## src/include/l2_defines.svh

```systemverilog
`ifndef L2_DEFINES_SVH
`define L2_DEFINES_SVH

// ***************************************************************************
// Cache geometry.
// ***************************************************************************

`define L2_NUM_BANKS 2
`define L2_LINE_BITS 128
// One enable per byte of a line.
`define L2_MASK_BITS 16

// ***************************************************************************
// Line address fields, low to high: bank, set, tag.
// ***************************************************************************

`define L2_ADDR_BITS 16
`define L2_BANK_BITS 1
`define L2_SET_BITS 4
`define L2_TAG_BITS 11
`define L2_WAY_BITS 2

// Echoed back with the response.
`define L2_ID_BITS 4

`endif

```

## src/hw/l2_pkg.sv

```systemverilog
`default_nettype none

package l2_pkg;

	// Request kinds seen by every bank.
	typedef enum logic [1:0]
	{
		op_load = 2'd0,
		op_store = 2'd1,
		op_fill = 2'd2
	} l2_op_t;

endpackage

`default_nettype wire

```

## src/hw/l2_request_dispatch.sv

```systemverilog
`timescale 1ns/1ps
`default_nettype none

`include "l2_defines.svh"

module l2_request_dispatch (
	input wire clk,
	input wire rst_n,
	input wire stall,
	input wire req_valid,
	input wire l2_pkg::l2_op_t req_op,
	input wire [`L2_ADDR_BITS-1:0] req_addr,
	input wire [`L2_ID_BITS-1:0] req_id,
	input wire [`L2_LINE_BITS-1:0] req_data,
	input wire [`L2_MASK_BITS-1:0] req_mask,
	output logic [`L2_NUM_BANKS-1:0] bank_valid,
	output l2_pkg::l2_op_t bank_op,
	output logic [`L2_ADDR_BITS-1:0] bank_addr,
	output logic [`L2_ID_BITS-1:0] bank_id,
	output logic [`L2_LINE_BITS-1:0] bank_data,
	output logic [`L2_MASK_BITS-1:0] bank_mask
);
	localparam int BANK_BITS = `L2_BANK_BITS;

	// One-hot strobe, only the addressed bank sees the request.
	always_ff @(posedge clk)
	begin
		if (!rst_n)
			bank_valid <= '0;
		else if (!stall)
		begin
			bank_valid <= '0;
			if (req_valid)
				bank_valid[req_addr[BANK_BITS-1:0]] <= 1'b1;
		end
	end

	// Request fields are shared by all banks.
	always_ff @(posedge clk)
	begin
		if (!stall)
		begin
			bank_op <= req_op;
			bank_addr <= req_addr;
			bank_id <= req_id;
			bank_data <= req_data;
			bank_mask <= req_mask;
		end
	end

endmodule

`default_nettype wire

```

## config.mk

```make
export PLATFORM = sky130hd
export DESIGN_NAME = l2_request_dispatch
export DESIGN_NICKNAME = d
export VERILOG_FILES = /design/src/hw/l2_pkg.sv /design/src/hw/l2_request_dispatch.sv
export VERILOG_INCLUDE_DIRS = /design/src /design/src/include
export SDC_FILE = /design/constraint.sdc
export NUM_CORES = 1
export LEC_CHECK = 0
export ABC_AREA = 1
export BUFFER_PORTS_ARGS = -buffer_cell sky130_fd_sc_hd__clkbuf_2
export CORE_AREA = 2 2 132 134
export CTS_CLUSTER_SIZE = 12
export DETAILED_ROUTE_END_ITERATION = 6
export DIE_AREA = 0 0 134 136
export GPL_TIMING_DRIVEN = 0
export PLACE_DENSITY = 0.58
export SYNTH_ARGS = -nofsm -noshare
export SYNTH_HDL_FRONTEND = slang
export SYNTH_SLANG_ARGS = --single-unit
```

## constraint.sdc

```tcl
create_clock -name clk -period 12.01 [get_ports clk]
set_input_delay 2.402 -clock clk [delete_from_list [all_inputs] [get_ports clk]]
set_output_delay 2.402 -clock clk [all_outputs]
set_load 0.02 [all_outputs]
```

==> results of run 1 <==
[Yosys cell counts]
master / instances / area [um^2]
nor2_1: 2 / 7.510
a21oi_1: 2 / 10.01
edfxtp_1: 166 / 4985
dfxtp_1: 2 / 40.04
nand2_1: 4 / 15.01
inv_1: 4 / 15.01
[worst register-to-register path: stages, from the launching register on]
cell	delay (ns)
dfxtp_1	0.34
inv_1	0.05
nand2_1	0.05
nand2_1	0.05
nor2_1	0.10
[power groups by stage]
stage                     Combinational [mW]  Clock [mW]  Sequential, mW
after floorplan                      0.00852           0           0.784
after global placement                 0.143           0           0.725
after detailed placement               0.146           0           0.722
after CTS                              0.146       0.609           0.709
after global routing                   0.153       0.629           0.713
final                                  0.144       0.596           0.708
[layout make-up]
cell class | instances | area [um^2]
clock buffers | 18 | 429.2
clock inverters | 13 | 216.5
fillers | 1520 | 9158
inverters | 4 | 20.02
multi-input cells | 8 | 32.53
flip-flops and latches | 168 | 5025
well taps | 225 | 281.5
repair buffers | 338 | 1714
[through the flow]
stage / cells / util (%) / hold slack, ns
2_1_floorplan: 180 / - / 0.5856
3_3_place_gp: 742 / 41.72 / 0.5222
3_5_place_dp: 743 / 41.91 / 0.5264
4_1_cts: 774 / 45.74 / 0.5419
5_1_grt: 774 / 45.74 / 0.5843
6_report: 774 / 45.74 / 0.5422
[per-layer routing]
metal | up-vias | track usage (%)
met5 | - | 0
met4 | 0 | 6.974
met3 | 23 | 6.301
met2 | 202 | 21.91
met1 | 1459 | 13.73
li1 | 1433 | -
[state kept, by name, summed over array words and instances, names as in the netlist]
register    count
bank_data     128
bank_addr      16
bank_id         4
bank_op         2
bank_mask      16
bank_valid      2
[cell families (layout without fill, tap and decap cells)]
| kind of cell | count (synthesis) | after routing | share of synthesized area, % |
|---|---|---|---|
| AOI/OAI and AO/OA | 2 | 2 | 0.1973 |
| buffers and inverters | 4 | 373 | 0.2959 |
| and+or+nand+nor | 6 | 6 | 0.4440 |
| DFF | 168 | 168 | 99.06 |
[final timing paths]
kind / to / startpoint / depth (start not counted) / slack, ns
worst max-delay path: bank_data[21] / stall / 3 / 8.54
worst min-delay path: bank_valid[1] / bank_valid[1] / 4 / 0.54
worst max register to register: bank_valid[0] / bank_valid[0] / 4 / 11.36
worst min register to register: bank_valid[1] / bank_valid[1] / 4 / 0.54
==> qor.csv, run 1 <==
metric,value,unit
die span in x,134,um
DR top layer,met4,
number of CTS-inserted buffers,17,
antenna-violating nets left,0,
CTS tree,done,
count of buffer and inverter cells on the critical path,3,
unrepaired setup endpoints after global routing,false,
Clock Path Buffers,2,
syn nets,350,
Final Hold Viols,0,
"Largest delay share family, worst path",buffers and inverters,
Final setup viols,0,
"flops & latches, synth",168,
Die ar.,18220,um^2
vias in the first global route,3236,
Switching Fraction,22.91,%
Slew Limit Fails,0,
crit-path max FO,91,
GR Util All Layers,13.12,%
total power,1.448,mW
post-CTS repair timing setup buffer count,0,
"most common cell after layout, fill and taps aside",clkbuf_2,
Placed Area,7073,um^2
via/cell ratio,4.027,
crit path kind,in2reg,
fin area,7719,um^2
synth-to-layout area growth,52.17,%
cell row count,48,
initial antenna violation count,0,
Max Freq,0.2880,GHz
final worst setup slack,8.537,ns
Int Pwr,1.116,mW
Reg power frac,48.9,%
clk root buf,clkbuf_16,
io pins,338,
post-synthesis sequential area ratio,99.06,%
Clock Sinks,168,
first-pass GRT wire length,17.37,mm
First-pass DRT Iterations,4,
clock latency on the worst-skew pair,0.42,ns
CP Capture Type,register,
DR WL/cell,15.83,um
wire length on met3,1.324,mm
hold crit path type,reg2reg,
netlist area before placement,5072,um^2
DR iter-0 viols,135,
GP Congestion,0.7717,
Worst-Margin Slew,0.7025,ns
HPWL after detailed placement,9.379,mm
post-layout minimum cycle time,3.473,ns
period utilization,28.91,%
layout cell share with drive strength beyond 1,67.03,%
"Distinct cells, synth",6,
relative slew slack,53.17,%
max cap viols,0,
Required @ worst endpoint,12.07,ns
routed wire length on met2,6.238,mm
status,completed,
met1 wire length,4.377,mm
Worst path slowest cell,inv_6,
crit start category,input pin,
Leak Pwr,3.398,nW
PwrDens,187.5,nW/um^2
CP Cell Sequence,clkbuf_2 -> inv_6 -> buf_16,
Max VDD drop,88.64,uV
Comb power frac,9.9,%
Layout Nets,707,
crit path DAT,3.53,ns
Starting Density,30.06,%
Post-Place Worst Slack,8.072,ns
core area,16880,um^2
Setup TNS,0,ns
largest stage delay on the critical path,0.48,ns
largest net degree at the start of global routing,92,
synthesized area per cell,28.18,um^2
CTS resizes,0,
clock-pin slew on the worst setup and hold paths,0.06,ns
clock share of power,41.1,%
Die Span Y,136,um
Mapped Cells,180,
Psw,0.3317,mW
grt ovf,0,
hold buffers post-CTS,0,
Synthesis Warnings,0,
Vias,3117,
post-route DRC violation count,0,
# diodes,0,
"commonest cells after routing, fill and taps aside","clkbuf_2 (337), edfxtp_1 (166), clkbuf_16 (17), bufinv_16 (5)",
DRT Wirelength,12.25,mm
port buffer count,337,
Clock Skew,0,ns
H-tree levels,4,
(Power assumes the default switching activity.)
==> inputs of run 2 (changes only) <==
Settings changed: ABC_AREA 1 to 0.
Clock period 12.01 ns to 3.4 ns, I/O delays scaled along.
==> run 2 against run 1 <==
Sequential power rose to 3.5 times the previous value. Register-to-register slack worse by 8.8 ns. Non-clock buffer count up 3. Global-route usage down 0.19 points. Worst setup slack worse by 7.0 ns. Cell count down 0.52%. Die area unchanged. Power rose to 3.3 times the previous value. Cell area down 0.68%.
==> qor.csv, run 2 <==
metric,value,unit
Synthesis Warnings,0,
Clock Sinks,168,
Layout Nets,703,
CP Cell Sequence,clkbuf_2 -> clkinvlp_4 -> buf_12 -> buf_12 -> buf_12,
"Distinct cells, synth",7,
Synth Area in Compound Gates,0.3706,%
post-CTS repair timing setup buffer count,0,
Vias,3126,
clk root buf,clkbuf_16,
DR WL/cell,15.88,um
hold depth,1,
DR top layer,met4,
commonest cells in the netlist,"edfxtp_1 (166), dfxtp_1 (2)",
Synth Area in Adders,0,%
crit start category,input pin,
Required @ worst endpoint,3.50,ns
syn nets,343,
CTS resizes,0,
post-synthesis sequential area ratio,99.23,%
main combinational cell family by area after synthesis,compound AO/OA/AOI/OAI gates,
cell mode on critical path,buf_12,
HP Start,req_data[50],
post-route DRC violation count,0,
crit path DAT,1.94,ns
port buffer count,337,
Simple-Gate Fraction of Synth Area,0.3212,%
HPWL after detailed placement,9.538,mm
Post-Place Worst Slack,1.116,ns
Worst Hold Path EP,bank_data[50],
wire length on met3,1.317,mm
period utilization,53.98,%
GR Util All Layers,12.92,%
Post-synth ARST share,0,%
layout cell share with drive strength beyond 1,68.07,%
hold crit path type,in2reg,
Final Hold Viols,0,
Die ar.,18220,um^2
die span in x,134,um
crit-path max FO,38,
routed wire length on met2,6.302,mm
via/cell ratio,4.060,
post-synthesis mux area share,0,%
io pins,338,
First-pass DRT Iterations,4,
Final setup viols,0,
DRT Wirelength,12.23,mm
Worst-Margin Slew,0.4114,ns
PwrDens,627.3,nW/um^2
Mapped Cells,173,
grt ovf,0,
CP Capture Type,register,
max cap viols,0,
largest stage delay on the critical path,0.32,ns
Starting Density,30.00,%
final worst setup slack,1.565,ns
post-synth top area share,98.44,%
initial antenna violation count,0,
fin util,45.43,%
hold buffers post-CTS,0,
"commonest cells after routing, fill and taps aside","clkbuf_2 (337), edfxtp_1 (166), clkbuf_16 (17), clkinvlp_4 (5)",
Max VDD drop,302.6,uV
Die Span Y,136,um
Leak Pwr,3.359,nW
Reg with most FFs,bank_data,
cell row count,48,
leading registers by flop count,"bank_data: 128 flops, bank_addr: 16 flops, bank_mask: 16 flops",
synth-to-layout area growth,51.40,%
"most common cell after layout, fill and taps aside",clkbuf_2,
Worst path slowest cell,clkinvlp_4,
Sequential Area,5025,um^2
max reg flops,128,
clock latency on the worst-skew pair,0.41,ns
synthesized area per cell,29.27,um^2
cell taking the most area after synthesis,edfxtp_1,
Post-Synth XOR/XNOR Area,0,%
status,completed,
vias in the first global route,3172,
"flops & latches, synth",168,
netlist area before placement,5064,um^2
"top cells by area, synth","edfxtp_1 (98%), dfxtp_1 (0.79%), a41o_1 (0.20%)",
GP Congestion,0.7464,
Clock Path Buffers,2,
ys flop type,edfxtp_1,
first-pass GRT wire length,17.33,mm
RR Startpoint,bank_valid[1],
unrepaired setup endpoints after global routing,false,
most numerous cell in the Yosys netlist,edfxtp_1,
post-layout minimum cycle time,1.835,ns
Max Freq,0.5449,GHz
met1 wire length,4.475,mm
largest net degree at the start of global routing,48,
placed insts,739,
Post-synth EDFFs,166,
Worst R2R End,bank_valid[1],
r2r setup slk,2.61,ns
number of CTS-inserted buffers,17,
CTS tree,done,
Setup TNS,0,ns
Filler cells,1535,
area occupied by multi-input gates,35.03,um^2
crit path kind,in2reg,
DR iter-0 viols,166,
Post-Layout Cell Count,770,
Clock Skew,0,ns
R2R cell count,2,
H-tree levels,4,
core area,16880,um^2
clock-pin slew on the worst setup and hold paths,0.07,ns
total power,4.809,mW
Slew Limit Fails,0,
relative slew slack,72.52,%
antenna-violating nets left,0,
# diodes,0,
run 2: cell types whose count changed after synthesis, sizes merged:
cell,delta
nand2,-4
inv,-3
a21oi,-2
nor2,-2
a31o,+1
a41o,+1
and3,+1
nor4bb,+1
run 2: where the power goes:
group	switching (mW)	internal (mW)	total [mW]
clock network	0.790	1.01	1.80
logic	0.335	0.177	0.512
registers	0.0420	2.46	2.50
run 2: worst max-delay path by stage:
stage,startpoint,cells past startpoint,end,slack (ns)
CTS,stall,5,bank_data[39],1.56
detailed placement,stall,5,bank_data[10],1.12
floorplan,stall,1,bank_addr[0],-0.09
finish,stall,5,bank_data[39],1.56
global placement,stall,2,bank_data[10],-1.15
global route,stall,5,bank_data[39],1.48
run 2: layout make-up:
cell class / instances / area share (%)
clock inverter: 14 / 1.632
sequential: 168 / 65.55
inverter: 1 / 0.09793
clock buffer: 17 / 5.549
multi-input combinational: 4 / 0.4570
timing repair buffer: 341 / 23.05
tap: 225 / 3.672
run 2: critical path, delay by kind of cell:
family	cells	cell delay (ns)
buf+inv	5	1.20
run 2: metrics by stage:
step                      area (um^2)  hold slack (ns)
after global placement           7036           0.4776
after global routing             7666           0.4050
final                            7666           0.4387
after floorplan                  5067           0.6107
after detailed placement         7116           0.4862
after CTS                        7666           0.4139
run 2: kinds of logic after synthesis:
logic type / count (synthesis)
and+or+nand+nor: 2
AOI/OAI and AO/OA: 2
DFF: 168
buffers and inverters: 1
run 2: metal layers:
metal  global-route usage [%]  vias to the layer above
met4                    4.492                        0
met3                    6.264                        9
li1                         -                     1431
met1                    14.06                     1487
met5                        0                        -
met2                    22.08                      199
