`config.mk`:
```
export PLATFORM = sky130hd
export DESIGN_NAME = l2_response_merge
export DESIGN_NICKNAME = d
export VERILOG_FILES = /design/src/hw/l2_pkg.sv /design/src/hw/l2_response_merge.sv
export VERILOG_INCLUDE_DIRS = /design/src /design/src/include
export SDC_FILE = /design/constraint.sdc
export NUM_CORES = 1
export LEC_CHECK = 0
export BUFFER_PORTS_ARGS = -buffer_cell sky130_fd_sc_hd__buf_2
export CAP_MARGIN = 40
export CORE_AREA = 5 5 156 158
export CTS_CLUSTER_SIZE = 16
export DETAILED_ROUTE_END_ITERATION = 6
export DIE_AREA = 0 0 161 163
export PLACE_DENSITY = 0.58
export SKIP_CTS_REPAIR_TIMING = 1
export SLEW_MARGIN = 10
export SYNTH_ARGS = -nofsm -noshare
export SYNTH_HDL_FRONTEND = slang
export SYNTH_SLANG_ARGS = --single-unit
```
`constraint.sdc`:
```
create_clock -name clk -period 1.1 [get_ports clk]
set_input_delay 0.22 -clock clk [delete_from_list [all_inputs] [get_ports clk]]
set_output_delay 0.22 -clock clk [all_outputs]
set_load 0.02 [all_outputs]
```
`src/include/l2_defines.svh`:
```
`ifndef L2_DEFINES_SVH
`define L2_DEFINES_SVH

// ***************************************************************************
// Cache geometry.
// ***************************************************************************

`define L2_NUM_BANKS 2
`define L2_LINE_BITS 128
// One enable per byte of a line.
`define L2_MASK_BITS 16

// ***************************************************************************
// Line address fields, low to high: bank, set, tag.
// ***************************************************************************

`define L2_ADDR_BITS 16
`define L2_BANK_BITS 1
`define L2_SET_BITS 4
`define L2_TAG_BITS 11
`define L2_WAY_BITS 2

// Echoed back with the response.
`define L2_ID_BITS 4

`endif

```
`src/hw/l2_pkg.sv`:
```
`default_nettype none

package l2_pkg;

	// Request kinds seen by every bank.
	typedef enum logic [1:0]
	{
		op_load = 2'd0,
		op_store = 2'd1,
		op_fill = 2'd2
	} l2_op_t;

endpackage

`default_nettype wire

```
`src/hw/l2_response_merge.sv`:
```
`timescale 1ns/1ps
`default_nettype none

`include "l2_defines.svh"

module l2_response_merge (
	input wire clk,
	input wire rst_n,
	input wire stall,
	input wire [`L2_NUM_BANKS-1:0] bank_wr_valid,
	input wire [`L2_NUM_BANKS-1:0][$bits(l2_pkg::l2_op_t)-1:0] bank_wr_op,
	input wire [`L2_NUM_BANKS-1:0][`L2_ID_BITS-1:0] bank_wr_id,
	input wire [`L2_NUM_BANKS-1:0] bank_wr_hit,
	input wire [`L2_NUM_BANKS-1:0][`L2_LINE_BITS-1:0] bank_wr_line,
	output logic resp_valid,
	output l2_pkg::l2_op_t resp_op,
	output logic [`L2_ID_BITS-1:0] resp_id,
	output logic resp_hit,
	output logic [`L2_LINE_BITS-1:0] resp_data
);
	localparam int NUM_BANKS = `L2_NUM_BANKS;

	l2_pkg::l2_op_t sel_op;
	logic [`L2_ID_BITS-1:0] sel_id;
	logic sel_hit;
	logic [`L2_LINE_BITS-1:0] sel_line;

	// At most one bank finishes per cycle.
	always_comb
	begin
		sel_op = l2_pkg::op_load;
		sel_id = '0;
		sel_hit = 1'b0;
		sel_line = '0;
		for (int b = 0; b < NUM_BANKS; b++)
		begin
			if (bank_wr_valid[b])
			begin
				sel_op = l2_pkg::l2_op_t'(bank_wr_op[b]);
				sel_id = bank_wr_id[b];
				sel_hit = bank_wr_hit[b];
				sel_line = bank_wr_line[b];
			end
		end
	end

	always_ff @(posedge clk)
	begin
		if (!rst_n)
		begin
			resp_valid <= 1'b0;
			resp_op <= l2_pkg::op_load;
			resp_id <= '0;
			resp_hit <= 1'b0;
			resp_data <= '0;
		end
		else if (!stall)
		begin
			resp_valid <= |bank_wr_valid;
			resp_op <= sel_op;
			resp_id <= sel_id;
			resp_hit <= sel_hit;
			resp_data <= sel_line;
		end
	end

endmodule

`default_nettype wire

```
==> out/results.ini, run 1 <==
[outcome]
status=complete, but fails checks
violations=setup timing

[route]
drt_iter0_drc=380
num_vias=7361
routed_wl_um=26300
firstDrtPassIters=5
drc=0
final_antenna_net_count=0
wire_per_inst_um=17.8
viasPerCell=4.98

[layout]
drive_above_1_share=0.651
area_delta_synth_final_pct=55.8
postLayoutCoreUtil=0.507
nNetsFinal=1450
antenna_cells=0
final_cell_mix=buf_2 (271), buf_6 (137), inv_1 (135), a21oi_1 (135), dfxtp_2 (135)
final_common_cell=buf_2

[floorplanning]
num_rows=56
die_w_um=161
die_h_um=163
io_pins=411
die_area_um2=26200
initial_core_util=0.326
coreArea_um2=23000

[placement]
gp_congestion=0.798
dp_hpwl_um=19400
port_buffers=410

[power]
power_frac_comb=0.236
power.internal_mw=10.8
p_clk_frac=0.397
worst_ir_drop_vdd_mv=0.839
power.share.switching=0.293
p_sw_mw=4.47
leakagePower_nw=4.88
powerDensity_nw_per_um2=1310
seqPwrFrac=0.368

[sta]
fin_crit_ps=1130
whs_ps=65.1
max_freq_ghz=0.888
slew_headroom=0.821
fin_crit_sh=1.02
hold_violations=0
max_slew.worst_pin.slew_ps=269
grt_setup_unrepaired=true
finClkSkew_ps=0
setup_viol=17
report.final.slew_viol_count=0
worst_slack_ps=-25.5

[synth]
syn-cell-area_um2=7480
avgSynthCellArea_um2=9.73
synth.distinct_cells=15
synth_seq_cells=136
synthesis.nets=1044
seq_area_frac_synth=0.364
yosys_warnings=0
synth_cells=769

[worst_setup_path]
path_delay_family=flip-flops
critical_path.endpoint_type=primary output
slowest_delay_ps=360
startpoint_type=flip-flop
cp_data_arrival_time_ps=910
cp_cell_sequence=buf_6
crit_fanout=2
crit_buf_inv=1
crit_type=flip-flop to primary output
crit_required_ps=880
slowest_stage=dfxtp_2

[grt]
grt_usage=0.185
grt_pass1_vias=7252
grt_pass1_wl_um=39100
grt-ovfl-total=0
antenna_found_initial=2
grt_max_degree=53

[clock_network]
cts_tree=built
numCtsBuffers=17
clk_path_buf_depth=2
htreeDepth=4
clk_latency_ps=410
clk_pin_slew_worst_paths_ps=70
clkSinkCount=136
root_buffer=clkbuf_16

[run]
maxCapViolations=0

[min_path]
hold_class=input port to flip-flop

metrics by stage:
stage | setup slack, ps | cell area, um2 | power, mW | instances | setup TNS [ps]
floorplan | 74.5 | 7480 | 7.46 | 769 | 0
global route | -55.6 | 11700 | 15.9 | 1477 | -3260
CTS | -151 | 10500 | 14.8 | 1458 | -8940
detailed placement | -32.2 | 9880 | 8.71 | 1427 | -222
finish | -25.5 | 11700 | 15.3 | 1477 | -135
global placement | -26.2 | 9880 | 8.69 | 1427 | -78.8
cell type report:
| type | instances | area, um2 |
|---|---|---|
| Timing Repair Buffer | 476 | 3570 |
| Clock buffer | 19 | 443 |
| Inverter | 136 | 515 |
| Fill cell | 2153 | 11300 |
| Clock inverter | 12 | 166 |
| Sequential cell | 136 | 2900 |
| Tap cell | 290 | 363 |
| Multi-Input combinational cell | 408 | 3710 |
power by group through the flow:
stage	clock network (mW)	logic [mW]	registers (mW)
after floorplan	0	1.48	5.98
after global placement	0	3.13	5.56
after detailed placement	0	3.14	5.56
after CTS	6.24	3.15	5.46
after global routing	6.43	3.85	5.65
final	6.05	3.59	5.61
metal layers:
layer	vias up	wire length (um)	track usage
li1	3604	-	-
met1	3450	11000	0.228
met2	276	12700	0.307
met3	27	2300	0.0686
met4	4	288	0.0481
met5	-	14	0
Yosys cell counts:
| library cell | instances | area (um2) |
|---|---|---|
| inv_2 | 1 | 3.75 |
| nand3b_1 | 134 | 1010 |
| a221oi_1 | 6 | 52.6 |
| dfxtp_1 | 136 | 2720 |
| clkbuf_1 | 12 | 45.0 |
| buf_6 | 14 | 158 |
| buf_1 | 4 | 15.0 |
| buf_4 | 11 | 82.6 |
| nor3_1 | 2 | 10.0 |
| a221oi_2 | 129 | 1940 |
| inv_1 | 135 | 507 |
| nand3b_4 | 1 | 20.0 |
| a21oi_1 | 135 | 676 |
| buf_2 | 48 | 240 |
| nor2b_1 | 1 | 6.26 |
kinds of logic (layout without fill, tap and decap cells):
group           Yosys count  count (layout)  synth area share
compound gates          270             270             0.356
flops                   136             136             0.364
buf+inv                 225             643             0.140
simple gates            138             138             0.139
registers in the layout, summed over array words and instances (netlist names):
register and count:
resp_data 128, resp_hit 1, resp_id 4, resp_op 2, resp_valid 1
final timing paths:
path | startpoint | end | slack (ps) | cells past startpoint
max | resp_data[36] | resp_data[36] | -30 | 1
min | bank_wr_line[8] | resp_data[8] | 70 | 3
max reg2reg | resp_data[125] | resp_data[125] | 270 | 3
min reg2reg | resp_data[93] | resp_data[93] | 470 | 2
Power figures use the tool's default switching activity.
==> inputs of run 2 (changes only) <==
--- a/config.mk
+++ b/config.mk
@@ -8,11 +8,11 @@
 export LEC_CHECK = 0
 export BUFFER_PORTS_ARGS = -buffer_cell sky130_fd_sc_hd__buf_2
 export CAP_MARGIN = 40
-export CORE_AREA = 5 5 156 158
+export CORE_AREA = 2 2 160 162
 export CTS_CLUSTER_SIZE = 16
 export DETAILED_ROUTE_END_ITERATION = 6
-export DIE_AREA = 0 0 161 163
-export PLACE_DENSITY = 0.58
+export DIE_AREA = 0 0 162 164
+export PLACE_DENSITY = 0.56
 export SKIP_CTS_REPAIR_TIMING = 1
 export SLEW_MARGIN = 10
 export SYNTH_ARGS = -nofsm -noshare
==> constraint.sdc (replaced) <==
create_clock -name clk -period 1 [get_ports clk]
set_input_delay 0.2 -clock clk [delete_from_list [all_inputs] [get_ports clk]]
set_output_delay 0.2 -clock clk [all_outputs]
set_load 0.02 [all_outputs]
==> run 2 against run 1 <==
  * The run still ends with setup timing left
  * Hold slack got worse by 23 ps
  * Sequential power increased by 10%
  * Power increased by 8.1%
  * Register-to-register slack got worse by 100 ps
  * Global-route usage decreased by 0.22 points
  * Setup slack got worse by 84 ps
  * Critical path depth unchanged
  * Clock skew unchanged
  * Clock-buffer cell count increased by 1
  * Critical path type unchanged
==> out/results.ini, run 2 (same netlist as run 1, synthesis figures left out) <==
[sta]
grt_setup_unrepaired=true  ; unchanged
slew_headroom=0.818  ; was 0.821
tns_ps=-8900  ; was -135 ps
worst_slack_ps=-109  ; was -25.5 ps
finClkSkew_ps=0  ; unchanged
whs_ps=41.9  ; was 65.1 ps
fin_crit_ps=1110
hold_violations=0  ; unchanged
report.final.slew_viol_count=0  ; unchanged
max_freq_ghz=0.902
setup_viol=136  ; was 17
fin_crit_sh=1.11
max_slew.worst_pin.slew_ps=273  ; was 269 ps

[grt]
antenna_found_initial=1  ; was 2
grt_pass1_vias=7332  ; was 7252
grt_pass1_wl_um=38500  ; was 39100 um
grt_max_degree=44  ; was 53
grt-ovfl-total=0  ; unchanged
grt_usage=0.183  ; was 0.185

[layout]
largest_reg_flops=128  ; unchanged
regMostFlops=resp_data  ; unchanged
postLayoutCoreUtil=0.485  ; was 0.507
multiInputGateArea_um2=3710  ; unchanged
reg.largest.list=resp_data: 128 flops, resp_id: 4 flops, resp_op: 2 flops  ; unchanged
register_area_um2=2900  ; about the same
fillers=2362  ; was 2153
final_cell_mix=buf_2 (271), buf_6 (137), inv_1 (135), a21oi_1 (135)  ; was buf_2 (271), buf_6 (137), inv_1 (135), a21oi_1 (135), dfxtp_2 (135)
area_delta_synth_final_pct=61.0  ; was 55.8%
nNetsFinal=1477  ; was 1450
final_common_cell=buf_2  ; unchanged
drive_above_1_share=0.658  ; was 0.651

[power]
powerDensity_nw_per_um2=1370  ; was 1310 nW/um2
leakagePower_nw=5.04  ; was 4.88 nW
fin_total_pwr_mw=16.5  ; was 15.3 mW
worst_ir_drop_vdd_mv=0.902  ; was 0.839 mV

[route]
routed_wl_um=26000  ; was 26300 um
num_vias=7502  ; was 7361
wire_per_inst_um=16.8  ; was 17.8 um
drt_iter0_drc=379  ; was 380
firstDrtPassIters=4  ; was 5
viasPerCell=4.85  ; was 4.98
drc=0  ; unchanged
final_antenna_net_count=0  ; unchanged

[worst_setup_path]
cp_cell_sequence=buf_6  ; unchanged
crit_required_ps=800  ; was 880 ps
slowest_delay_ps=360  ; about the same
startpoint_type=flip-flop  ; unchanged
crit_fanout=2  ; unchanged
r2r_start=resp_data[126]  ; was resp_data[125]
path_delay_family=flip-flops  ; unchanged
critical_path.endpoint_type=primary output  ; unchanged
cp_data_arrival_time_ps=910  ; about the same
crit_buf_inv=1  ; unchanged
rrSetupSlack_ps=170  ; was 270 ps
slowest_stage=dfxtp_4  ; was dfxtp_2
r2r-end=resp_data[126]  ; was resp_data[125]
rr_worst_depth=3  ; unchanged
crit_type=flip-flop to primary output  ; unchanged

[floorplanning]
die_w_um=162  ; was 161 um
num_rows=58  ; was 56
io_pins=411  ; unchanged
initial_core_util=0.301  ; was 0.326
die_h_um=164  ; was 163 um
coreArea_um2=24800  ; was 23000 um2
die_area_um2=26600  ; was 26200 um2

[placement]
port_buffers=410  ; unchanged
gp_congestion=0.807  ; was 0.798
dp_hpwl_um=19200  ; was 19400 um

[min_path]
hold_depth=3  ; unchanged
hold_class=input port to flip-flop  ; unchanged
hp-start=bank_wr_line[49]  ; was bank_wr_line[8]
hold_end=resp_data[49]  ; was resp_data[8]

[clock_network]
clk_latency_ps=410  ; about the same
clk_pin_slew_worst_paths_ps=70  ; about the same
root_buffer=clkbuf_16  ; unchanged
cts_tree=built  ; unchanged
clkSinkCount=136  ; unchanged
htreeDepth=4  ; unchanged
numCtsBuffers=17  ; unchanged
clk_path_buf_depth=2  ; unchanged

[run]
maxCapViolations=0  ; unchanged

[outcome]
status=complete, but fails checks  ; unchanged
violations=setup timing  ; unchanged

run 2: metrics by stage:
stage	cells	instance area (um2)	worst slack [ps]
2_1_floorplan	769	7480	-2.71
6_report	1546	12000	-109
3_3_place_gp	1496	10300	-165
4_1_cts	1528	10900	-254
3_5_place_dp	1496	10300	-198
5_1_grt	1545	12000	-138
run 2: layer usage:
metal  vias to the layer above  track usage  wire (um)
met4                         2       0.0523        355
li1                       3667            -          -
met5                         -            0         13
met3                        20       0.0533       2100
met2                       277        0.314      12900
met1                      3536        0.222      10700
run 2: power by group:
part | internal [mW] | switching, mW
Clock | 3.53 | 2.68
Combinational | 2.09 | 2.03
Sequential | 5.88 | 0.281
Total | 11.5 | 4.98
run 2: tightest hold or removal path, stage by stage:
cell      delay (ps)
buf_2             90
nand3b_1          80
a221oi_2          50
run 2: final cells by class:
type                            count  share of cell area
Timing Repair Buffer              503               0.327
Multi-Input combinational cell    408               0.308
Sequential cell                   136               0.241
Inverter                          136              0.0428
Clock buffer                       20              0.0371
Tap cell                          330              0.0343
Clock inverter                     12             0.00987
Antenna cell                        1            0.000208
run 2: how the worst max path moves through the flow:
stage	from	to	slack (ps)	depth (start not counted)
3_3_place_gp	bank_wr_valid[1]	resp_data[29]	-160	4
2_1_floorplan	bank_wr_valid[1]	resp_data[58]	-3	5
6_report	resp_data[91]	resp_data[91]	-110	1
4_1_cts	resp_data[91]	resp_data[91]	-250	1
3_5_place_dp	bank_wr_valid[1]	resp_data[35]	-200	4
5_1_grt	resp_data[91]	resp_data[91]	-140	1
==> inputs of run 3 (changes only) <==
--- a/config.mk
+++ b/config.mk
@@ -18,3 +18,4 @@
 export SYNTH_ARGS = -nofsm -noshare
 export SYNTH_HDL_FRONTEND = slang
 export SYNTH_SLANG_ARGS = --single-unit
+export TNS_END_PERCENT = 10
==> run 3 against run 2 <==
  * Critical path depth unchanged
  * Routed wire length is 1.1% lower
  * The run still ends with setup timing left
  * Sequential cell count unchanged
  * Clock power hardly changed
  * Via count shrank 1.2%
  * Highest routed layer unchanged
==> out/results.ini, run 3 (same netlist as run 1, synthesis figures left out) <==
[outcome]
status=complete, but fails checks  ; unchanged
violations=setup timing  ; unchanged

[worst_setup_path]
crit_fanout=2  ; unchanged
critPathLaunch=resp_data[91]  ; unchanged
path_delay_family=flip-flops  ; unchanged
crit_type=flip-flop to primary output  ; unchanged
rr_worst_depth=3  ; unchanged
crit_buf_inv=1  ; unchanged
startpoint_type=flip-flop  ; unchanged
critical_path.endpoint_type=primary output  ; unchanged
crit_required_ps=800  ; about the same
cp_data_arrival_time_ps=910  ; about the same
cp_cell_sequence=buf_6  ; unchanged
slowest_delay_ps=360  ; about the same
r2r-end=resp_data[126]  ; unchanged
rrSetupSlack_ps=170  ; about the same
slowest_stage=dfxtp_4  ; unchanged
r2r_start=resp_data[126]  ; unchanged

[floorplanning]
num_rows=58  ; unchanged
io_pins=411  ; unchanged
die_area_um2=26600  ; unchanged
die_h_um=164  ; unchanged
die_w_um=162  ; unchanged
initial_core_util=0.301  ; unchanged
coreArea_um2=24800  ; unchanged

[layout]
stdcell_count=1533  ; was 1546
final_common_cell=buf_2  ; unchanged
area_delta_synth_final_pct=59.5  ; was 61.0%
regMostFlops=resp_data  ; unchanged
nNetsFinal=1464  ; was 1477
final_cell_mix=buf_2 (271), inv_1 (135), a21oi_1 (135)  ; was buf_2 (271), buf_6 (137), inv_1 (135), a21oi_1 (135)
largest_reg_flops=128  ; unchanged
fillers=2369  ; was 2362
reg.largest.list=resp_data: 128 flops, resp_id: 4 flops, resp_op: 2 flops  ; unchanged
drive_above_1_share=0.651  ; was 0.658

[sta]
fin_crit_sh=1.11  ; about the same
max_slew.worst_pin.slew_ps=272  ; was 273 ps
setup_viol=136  ; unchanged
hold_violations=0  ; unchanged
max_freq_ghz=0.903  ; was 0.902 GHz
slew_headroom=0.819  ; was 0.818
fin_crit_ps=1110  ; about the same
grt_setup_unrepaired=true  ; unchanged
finClkSkew_ps=0  ; unchanged
report.final.slew_viol_count=0  ; unchanged
worst_slack_ps=-107  ; was -109 ps

[route]
final_antenna_net_count=0  ; unchanged
drc=0  ; unchanged
drt_iter0_drc=383  ; was 379
wire_per_inst_um=16.8  ; about the same
routed_wl_um=25700  ; was 26000 um
viasPerCell=4.84  ; was 4.85
num_vias=7413  ; was 7502
firstDrtPassIters=4  ; unchanged

[grt]
antenna_found_initial=1  ; unchanged
grt_pass1_wl_um=38500  ; unchanged
grt_max_degree=44  ; unchanged
grt_usage=0.183  ; unchanged
grt_pass1_vias=7332  ; unchanged
grt-ovfl-total=0  ; unchanged

[power]
fin_total_pwr_mw=16.4  ; was 16.5 mW
powerDensity_nw_per_um2=1380  ; was 1370 nW/um2
worst_ir_drop_vdd_mv=0.895  ; was 0.902 mV
leakagePower_nw=4.97  ; was 5.04 nW

[clock_network]
clk_path_buf_depth=2  ; unchanged
clk_latency_ps=410  ; about the same
root_buffer=clkbuf_16  ; unchanged
numCtsBuffers=17  ; unchanged
cts_tree=built  ; unchanged
htreeDepth=4  ; unchanged
clkSinkCount=136  ; unchanged
clk_pin_slew_worst_paths_ps=70  ; about the same

[placement]
port_buffers=410  ; unchanged
dp_hpwl_um=19200  ; unchanged
gp_congestion=0.807  ; unchanged
place_inst=1496  ; unchanged

[min_path]
hold_depth=3  ; unchanged
hp-start=bank_wr_line[49]  ; unchanged
hold_class=input port to flip-flop  ; unchanged
hold_end=resp_data[49]  ; unchanged

[run]
maxCapViolations=0  ; unchanged

-- run 3: cell types whose count changed in the layout (fill, tap and decap cells not counted) --
cell / change
dfxtp_1: +4
buf_4: -9
dfxtp_2: -4
buf_6: -4
-- run 3: how the worst max path moves through the flow --
stage	slack, ps	cells after the start	end
after detailed placement	-200	4	resp_data[35]
after global placement	-160	4	resp_data[29]
final	-110	1	resp_data[91]
after CTS	-250	1	resp_data[91]
after global routing	-140	1	resp_data[91]
after floorplan	-3	5	resp_data[58]
-- run 3: area by class of cell --
cell class	count	area, um2	area share
diodes	1	2.50	0.000210
multi-input cells	408	3710	0.311
clock inverters	12	119	0.00996
well taps	330	413	0.0346
clock buffers	20	447	0.0374
inverters	136	515	0.0432
flip-flops and latches	136	2890	0.243
repair buffers	490	3830	0.321
-- run 3: power breakdown --
| group | leakage [nW] | switching [mW] | internal [mW] |
|---|---|---|---|
| logic | 3.54 | 2.01 | 2.04 |
| clock network | 0.256 | 2.66 | 3.53 |
| registers | 1.17 | 0.277 | 5.88 |
| total | 4.97 | 4.95 | 11.5 |
-- run 3: routing by layer --
metal	wire length [um]	GRT usage
met1	10600	0.222
met2	12600	0.314
met3	2120	0.0533
met4	376	0.0523
met5	13	0
-- run 3: per-stage QoR --
step	utilization	hold WS (ps)	worst slack (ps)	setup TNS, ps	instance area (um2)
4_1_cts	0.439	25.0	-254	-19650	10900
3_5_place_dp	0.416	453	-198	-16270	10300
5_1_grt	0.481	32.0	-140	-13480	11900
3_3_place_gp	0.416	450	-165	-13530	10300
6_report	0.481	42.3	-107	-8930	11900
2_1_floorplan	-	349	-2.71	-26.9	7480
